<file path="config.mk">
export PLATFORM = sky130hd
export DESIGN_NAME = agc_top
export DESIGN_NICKNAME = d
export VERILOG_FILES = /design/src/hw/agc_pkg.sv /design/src/hw/agc_top.sv /design/src/hw/gain_loop.sv /design/src/hw/lane_scaler.sv /design/src/hw/power_avg_meter.sv
export SDC_FILE = /design/constraint.sdc
export NUM_CORES = 2
export LEC_CHECK = 0
export ABC_AREA = 1
export BUFFER_PORTS_ARGS = -buffer_cell sky130_fd_sc_hd__clkbuf_2
export CORE_ASPECT_RATIO = 0.75
export CORE_UTILIZATION = 35
export DETAILED_ROUTE_END_ITERATION = 8
export GPL_TIMING_DRIVEN = 0
export PLACE_DENSITY = 0.47
export SETUP_SLACK_MARGIN = 0.3
export SLEW_MARGIN = 30
export SYNTH_ARGS = -nofsm -noshare
export SYNTH_HDL_FRONTEND = slang
export SYNTH_HIERARCHICAL = 1
export SYNTH_SLANG_ARGS = --single-unit
</file>
<file path="constraint.sdc">
create_clock -name clk -period 7 [get_ports clk]
set_input_delay 0.7 -clock clk [delete_from_list [all_inputs] [get_ports clk]]
set_output_delay 0.7 -clock clk [all_outputs]
set_load 0.02 [all_outputs]
</file>
<file path="src/hw/agc_pkg.sv">
// widths, fixed-point formats and typedefs for the gain control path
// loop constants and the gain after reset
`default_nettype none

package agc_pkg;

    // sample stream
    localparam int DIN_WIDTH = 8;
    localparam int DIN_POINT = 7;
    localparam int PARALLEL = 4;
    localparam int LANE_LOG2 = $clog2(PARALLEL);

    // power, gain and coefficient formats
    localparam int POW_WIDTH = 2 * DIN_WIDTH;
    localparam int POW_POINT = 2 * DIN_POINT;
    localparam int GAIN_WIDTH = 16;
    localparam int GAIN_POINT = 8;
    localparam int COEF_WIDTH = 16;
    localparam int COEF_POINT = 8;
    localparam int DOUT_WIDTH = DIN_WIDTH + GAIN_WIDTH;

    // meter and loop internals
    localparam int LSUM_WIDTH = POW_WIDTH + LANE_LOG2;
    localparam int AVG_LEN_LOG2 = 4;
    localparam int AVG_LEN = 1 << AVG_LEN_LOG2;
    localparam int WSUM_WIDTH = POW_WIDTH + AVG_LEN_LOG2;
    localparam int PG_WIDTH = POW_WIDTH + GAIN_WIDTH + 1;
    localparam int DIFF_WIDTH = POW_WIDTH + 1;
    localparam int ERR_WIDTH = DIFF_WIDTH + COEF_WIDTH;
    // brings the error product back to gain format
    localparam int ERR_SHIFT = POW_POINT + COEF_POINT - GAIN_POINT;
    localparam int UPDATE_CYCLES = 64;
    localparam int CNT_WIDTH = $clog2(UPDATE_CYCLES);

    typedef logic signed [DIN_WIDTH-1:0]           sample_t;
    typedef logic [PARALLEL*DIN_WIDTH-1:0]         block_t;
    typedef logic [POW_WIDTH-1:0]                  pow_t;
    typedef logic signed [GAIN_WIDTH-1:0]          gain_t;
    typedef logic signed [COEF_WIDTH-1:0]          coef_t;
    typedef logic [PARALLEL*DOUT_WIDTH-1:0]        dout_block_t;

    // clamp bounds are exclusive
    localparam gain_t GAIN_HIGH = gain_t'(8 << GAIN_POINT);
    localparam gain_t GAIN_LOW = gain_t'(0);
    localparam gain_t GAIN_INIT = gain_t'(1 << GAIN_POINT);
    // 0.25, the offset of the square-root line
    localparam gain_t SCALE_OFFSET = gain_t'(1 << (GAIN_POINT - 2));

endpackage

`default_nettype wire

</file>
<file path="src/hw/agc_top.sv">
// automatic gain control top level
// power meter and lane scaler side by side on din, gain loop between them
`timescale 1ns/100ps
`default_nettype none

module agc_top import agc_pkg::*; (
    input  logic        clk,
    input  logic        rst,
    input  block_t      din,
    input  logic        din_valid,
    input  pow_t        ref_pow,
    input  coef_t       error_coef,
    output gain_t       gain,
    output logic        gain_valid,
    output dout_block_t dout,
    output logic        dout_valid
);

    pow_t  avg_pow;
    logic  avg_valid;
    gain_t scale;

    power_avg_meter meter_i (
        .clk       (clk),
        .rst       (rst),
        .din       (din),
        .din_valid (din_valid),
        .avg_pow   (avg_pow),
        .avg_valid (avg_valid)
    );

    gain_loop loop_i (
        .clk        (clk),
        .rst        (rst),
        .avg_pow    (avg_pow),
        .avg_valid  (avg_valid),
        .ref_pow    (ref_pow),
        .error_coef (error_coef),
        .gain       (gain),
        .gain_valid (gain_valid),
        .scale      (scale)
    );

    // scale changes one cycle after each gain pulse
    lane_scaler scaler_i (
        .clk        (clk),
        .rst        (rst),
        .din        (din),
        .din_valid  (din_valid),
        .scale      (scale),
        .dout       (dout),
        .dout_valid (dout_valid)
    );

endmodule

`default_nettype wire

</file>
<file path="src/hw/gain_loop.sv">
// gain feedback loop: power times gain against the reference, scaled error,
// periodic clamped gain update and the derived lane scale
`timescale 1ns/100ps
`default_nettype none

module gain_loop import agc_pkg::*; (
    input  logic  clk,
    input  logic  rst,
    input  pow_t  avg_pow,
    input  logic  avg_valid,
    input  pow_t  ref_pow,
    input  coef_t error_coef,
    output gain_t gain,
    output logic  gain_valid,
    output gain_t scale
);

    logic signed [PG_WIDTH-1:0]   pg_prod;
    logic                         pg_valid;
    pow_t                         pg_red;
    logic signed [DIFF_WIDTH-1:0] ref_diff;
    logic                         diff_valid;
    logic signed [ERR_WIDTH-1:0]  err_prod;
    logic                         err_valid;
    logic signed [ERR_WIDTH-1:0]  err_shifted;
    logic [ERR_WIDTH-GAIN_WIDTH:0] err_top;
    gain_t                        err_sat;
    gain_t                        err_term;
    logic [CNT_WIDTH-1:0]         cnt;
    logic signed [GAIN_WIDTH:0]   gain_cand;
    logic                         cand_ok;

    // average power times current gain
    always_ff @(posedge clk) begin
        if (avg_valid) begin
            pg_prod <= $signed({1'b0, avg_pow}) * gain;
        end
    end

    // drop GAIN_POINT bits, pin to full scale if the top overflows
    always_comb begin
        if (pg_prod[PG_WIDTH-1:GAIN_POINT+POW_WIDTH] != '0) begin
            pg_red = '1;
        end else begin
            pg_red = pg_prod[GAIN_POINT +: POW_WIDTH];
        end
    end

    // positive when the output is below the reference
    always_ff @(posedge clk) begin
        if (pg_valid) begin
            ref_diff <= $signed({1'b0, ref_pow}) - $signed({1'b0, pg_red});
        end
    end

    always_ff @(posedge clk) begin
        if (diff_valid) begin
            err_prod <= ref_diff * error_coef;
        end
    end

    // saturating cast to gain format
    always_comb begin
        err_shifted = err_prod >>> ERR_SHIFT;
        err_top = err_shifted[ERR_WIDTH-1:GAIN_WIDTH-1];
        if ((&err_top) || !(|err_top)) begin
            err_sat = err_shifted[GAIN_WIDTH-1:0];
        end else if (err_shifted[ERR_WIDTH-1]) begin
            err_sat = {1'b1, {(GAIN_WIDTH-1){1'b0}}};
        end else begin
            err_sat = {1'b0, {(GAIN_WIDTH-1){1'b1}}};
        end
    end

    always_ff @(posedge clk) begin
        if (rst) begin
            pg_valid <= 1'b0;
            diff_valid <= 1'b0;
            err_valid <= 1'b0;
            err_term <= '0;
        end else begin
            pg_valid <= avg_valid;
            diff_valid <= pg_valid;
            err_valid <= diff_valid;
            // latest error term, held between updates
            if (err_valid) begin
                err_term <= err_sat;
            end
        end
    end

    // one extra bit so the bound check sees no wrap
    assign gain_cand = gain + err_term;
    assign cand_ok = (gain_cand > GAIN_LOW) && (gain_cand < GAIN_HIGH);

    always_ff @(posedge clk) begin
        if (rst) begin
            cnt <= '0;
            gain <= GAIN_INIT;
            gain_valid <= 1'b0;
            scale <= (GAIN_INIT >>> 1) + SCALE_OFFSET;
        end else begin
            gain_valid <= 1'b0;
            if (cnt == CNT_WIDTH'(UPDATE_CYCLES - 1)) begin
                cnt <= '0;
                gain_valid <= 1'b1;
                // rejected candidate keeps the old gain
                if (cand_ok) begin
                    gain <= gain_cand[GAIN_WIDTH-1:0];
                end
            end else begin
                cnt <= cnt + 1'b1;
            end
            // sqrt estimate, gain/2 + 0.25
            if (gain_valid) begin
                scale <= (gain >>> 1) + SCALE_OFFSET;
            end
        end
    end

endmodule

`default_nettype wire

</file>
<file path="src/hw/lane_scaler.sv">
// multiplies every lane of a sample block by the current scale
// products in stage one, output register in stage two
`timescale 1ns/100ps
`default_nettype none

module lane_scaler import agc_pkg::*; (
    input  logic        clk,
    input  logic        rst,
    input  block_t      din,
    input  logic        din_valid,
    input  gain_t       scale,
    output dout_block_t dout,
    output logic        dout_valid
);

    sample_t                      lane [PARALLEL];
    logic signed [DOUT_WIDTH-1:0] prod [PARALLEL];
    logic [1:0]                   vld_sr;

    always_comb begin
        for (int i = 0; i < PARALLEL; i++) begin
            lane[i] = din[i*DIN_WIDTH +: DIN_WIDTH];
        end
    end

    // full-width signed product per lane
    always_ff @(posedge clk) begin
        if (din_valid) begin
            for (int i = 0; i < PARALLEL; i++) begin
                prod[i] <= lane[i] * scale;
            end
        end
    end

    always_ff @(posedge clk) begin
        if (vld_sr[0]) begin
            for (int i = 0; i < PARALLEL; i++) begin
                dout[i*DOUT_WIDTH +: DOUT_WIDTH] <= prod[i];
            end
        end
    end

    // valid follows the data, two blocks may be in flight
    always_ff @(posedge clk) begin
        if (rst) begin
            vld_sr <= '0;
        end else begin
            vld_sr <= {vld_sr[0], din_valid};
        end
    end

    assign dout_valid = vld_sr[1];

endmodule

`default_nettype wire

</file>
<file path="src/hw/power_avg_meter.sv">
// block power meter: per-lane squares, lane sum and a sliding-window
// average over the last AVG_LEN blocks
`timescale 1ns/100ps
`default_nettype none

module power_avg_meter import agc_pkg::*; (
    input  logic   clk,
    input  logic   rst,
    input  block_t din,
    input  logic   din_valid,
    output pow_t   avg_pow,
    output logic   avg_valid
);

    sample_t               lane [PARALLEL];
    pow_t                  sq [PARALLEL];
    logic                  sq_valid;
    logic [LSUM_WIDTH-1:0] lane_sum;
    pow_t                  blk_pow;
    logic                  blk_valid;
    pow_t                  window [AVG_LEN];
    logic [WSUM_WIDTH-1:0] win_sum;

    always_comb begin
        for (int i = 0; i < PARALLEL; i++) begin
            lane[i] = din[i*DIN_WIDTH +: DIN_WIDTH];
        end
    end

    // stage 1, square of each lane is never negative
    always_ff @(posedge clk) begin
        if (din_valid) begin
            for (int i = 0; i < PARALLEL; i++) begin
                sq[i] <= lane[i] * lane[i];
            end
        end
    end

    always_comb begin
        lane_sum = '0;
        for (int i = 0; i < PARALLEL; i++) begin
            lane_sum = lane_sum + LSUM_WIDTH'(sq[i]);
        end
    end

    // stage 2, top bits of the lane sum
    always_ff @(posedge clk) begin
        if (sq_valid) begin
            blk_pow <= lane_sum[LSUM_WIDTH-1 -: POW_WIDTH];
        end
    end

    // stage 3, newest power in, oldest power out
    always_ff @(posedge clk) begin
        if (rst) begin
            win_sum <= '0;
            for (int i = 0; i < AVG_LEN; i++) begin
                window[i] <= '0;
            end
        end else if (blk_valid) begin
            win_sum <= win_sum + WSUM_WIDTH'(blk_pow) - WSUM_WIDTH'(window[AVG_LEN-1]);
            window[0] <= blk_pow;
            for (int i = 1; i < AVG_LEN; i++) begin
                window[i] <= window[i-1];
            end
        end
    end

    always_ff @(posedge clk) begin
        if (rst) begin
            sq_valid <= 1'b0;
            blk_valid <= 1'b0;
            avg_valid <= 1'b0;
        end else begin
            sq_valid <= din_valid;
            blk_valid <= sq_valid;
            avg_valid <= blk_valid;
        end
    end

    // divide by window length, truncating
    assign avg_pow = pow_t'(win_sum >> AVG_LEN_LOG2);

endmodule

`default_nettype wire

</file>
==> impl_metrics.toml <==
[critical_path]
path_class = "reg2reg"
slowest_delay_ns = 0.63
critical_path_arrival_ns = 7.06
worstPathRequired_ns = 7.46
worst-path-max-fanout = 10
critPathTopFamily = "adder cells"
crit_slowest_cell = "edfxtp_1"
crit_buf_inv = 5
cpMostUsedCell = "fa_1"
critPathLaunchType = "flop"
path_cells = "clkbuf_1, nand2_1, fa_1, inv_1, fa_1, fa_1, fa_1, fa_1, inv_1, fa_1, inv_1, ha_1, nand2_1, nor2_1, inv_1, nor2_1, o2111ai_1, nand3_1, nand2_1"
cp-end-kind = "flop"

[logic_synthesis]
yosysUniqueCellTypes = 62
synth_compound_area_frac = 0.0386
yosysTopAreaCell = "fa_1"
synthAdderAreaFrac = 0.378
ys_top_cells_by_area = "fa_1 29%, edfxtp_1 23%, inv_1 13%, nand2_1 9.3%, ha_1 9.1%"
yosysTopAreaCellShare = 0.287
seq_area_frac_synth = 0.251
synth_ff_type = "edfxtp_1"
syn_inst = 9031
synth_edf_count = 585
ys_seq_elements = 668
postSynthAreaPerCell_sq_um = 8.49
synth_xor_area_frac = 0.0271
muxShareOfSynthArea = 0
synth_top_family_by_area = "adder cells"
ys.warnings.count = 6
async_reset_ff_frac = 0
syn_area_sq_um = 76600
synthSimpleGateAreaFrac = 0.154

[clocking]
clockBufferDepth = 3
cts-htree-levels = 3
cts_buffers = 81
clk_latency_ns = 0.74
path_clk_slew_ns = 0.06
cts_root_buf = "clkbuf_16"
holdBufCountCts = 0
cts_tree = "done"
cts_sinks = 668

[drt]
via_per_inst = 4.59
first_pass_iters = 5
route.detailed.drc = 0
routedWlPerCell_um = 17.9
drt-total-wl_um = 219000
route.vias.total = 56300
drtIter0Drc = 4658
postRouteAntennaNets = 0

[timing]
slew_headroom = 0.299
fin_hold_ws_ns = 0.348
skew_ns = 0.0843
timing.final.max_slew_violations = 0
worst_pin_slew_ns = 1.05
fin_crit_sh = 0.943
grt_setup_unrepaired = "no"
max_freq_mhz = 152
final_hold_viol_count = 0
setup_viol = 0
period_needed_ns = 6.60

[floorplanning]
die_h_um = 407
num_rows = 148
core_area_sq_um = 217000
dieArea_sq_um = 221000
die_w_um = 542
io_pins = 181
start_util = 0.353

[outcome]
status = "finished clean"

[power_and_ir_drop]
power_uw = 25800
leakage_uw = 0.0461
powerDensity_nw_per_um2 = 306
vdd_drop_max_v = 0.000492

[global_routing]
grt-ovfl-total = 0
grt_antenna_before_repair = 16
grt_max_degree = 85
grt_pass1_vias = 56400
grt_pass1_wl_um = 341000
grt_use_total = 0.203

[hold_path]
worstHoldPathType = "in2reg"

[cells_and_area]
fillers = 22400
final_cell_mix = "2699 x inv_1, 1892 x nand2_1, 1099 x fa_1, 616 x nor2_1, 585 x edfxtp_1"
area_growth_pct = 10.1
drive_gt1_frac = 0.0632
final_common_cell = "inv_1"
nNetsFinal = 11000

[place]
dp_hpwl_um = 183000
gp_congestion = 0.925
place.port_buffers = 155

[run]
drv_cap = 0
==> report_power, final <==
group          switching, uW  total (uW)  internal (uW)  leakage [uW]
combinational          10000       15600           5560        0.0382
clock                   1890        4410           2520       0.00133
sequential               252        5780           5530       0.00650
total                  12200       25800          13600        0.0461
==> state kept, by name, summed over array words and instances (netlist names), 2 cells and up <==
register and cells:
loop_i/err_prod 19, meter_i/win_sum 20, loop_i/pg_prod 25, scaler_i/prod 96
scaler_i/dout 96, loop_i/cnt 6, meter_i/window 256, meter_i/sq 60
loop_i/gain 16, scaler_i/vld_sr 2, meter_i/blk_pow 16, loop_i/err_term 16
loop_i/ref_diff 17, loop_i/scale 16
==> what timing repair did <==
item                       4_1_cts  5_1_grt
pin swaps                        2        1
gates resized for setup         55      122
cloned                           0        0
buffers inserted                 2        8
setup endpoints to repair       31       29
==> metrics by stage <==
step                      setup slack, ns  TNS (ns)  instances  instance area (sq um)  utilization
final                               0.402         0      12300                  84400        0.388
after global routing                0.302         0      12300                  84400        0.388
after CTS                           0.311         0      12300                  84200        0.387
after detailed placement           -0.649     -7.77      12100                  81300        0.374
after global placement             -0.687     -7.97      12100                  81100        0.373
after floorplan                     0.546         0       9032                  76600            -
==> synthesized netlist by cell type (all sizes together) (8+ instances only) <==
master  instances
inv          2714
nand2        1931
fa           1100
nor2          640
edfxtp        585
ha            558
clkbuf        266
a21oi         254
nand3         200
o21ai         143
xor2          139
xnor2          98
dfxtp          83
buf            63
nand4          56
nor3           30
o21bai         30
or2            23
a21o           22
a31oi          13
nor4           10
o211ai          9
a21boi          8
o22ai           8
==> layer usage <==
metal / up-vias / part of all wire / global-route usage
li1: 26900 / - / -
met1: 27700 / 0.51 / 0.326
met2: 1559 / 0.39 / 0.280
met3: 169 / 0.082 / 0.0409
met4: 10 / 0.015 / 0.0342
met5: - / 0.00029 / 0
==> cell type report <==
| class | instances | area, sq um | share of cell area |
|---|---|---|---|
| sequential | 668 | 19200 | 0.228 |
| multi-input combinational | 5320 | 45900 | 0.544 |
| tap | 2925 | 3660 | 0.0434 |
| antenna | 8 | 20.0 | 0.000237 |
| clock buffer | 107 | 2150 | 0.0255 |
| inverter | 2715 | 10200 | 0.121 |
| buffer | 319 | 1520 | 0.0180 |
| clock inverter | 43 | 609 | 0.00722 |
| timing repair buffer | 175 | 1080 | 0.0128 |
==> final timing paths <==
path,from,to,slack (ns),cells after the start
hold / removal,ref_pow[1],loop_i/ref_diff[1],0.35,2
setup / recovery,loop_i/ref_diff[15],loop_i/err_prod[26],0.40,19
hold reg to reg,scaler_i/prod[3][12],scaler_i/dout[84],0.41,0
setup reg to reg,loop_i/ref_diff[15],loop_i/err_prod[26],0.40,19
==> cell families (layout without fill, tap and decap cells) <==
family,Yosys count,count (layout)
AO/OA/AOI/OAI,518,518
adder cells (fa/ha/maj),1658,1658
flip-flops,668,668
XOR/XNOR,237,237
AND/OR/NAND/NOR,2904,2904
buffers and inverters,3044,3359
other,2,11
Power figures use the tool's default switching activity.
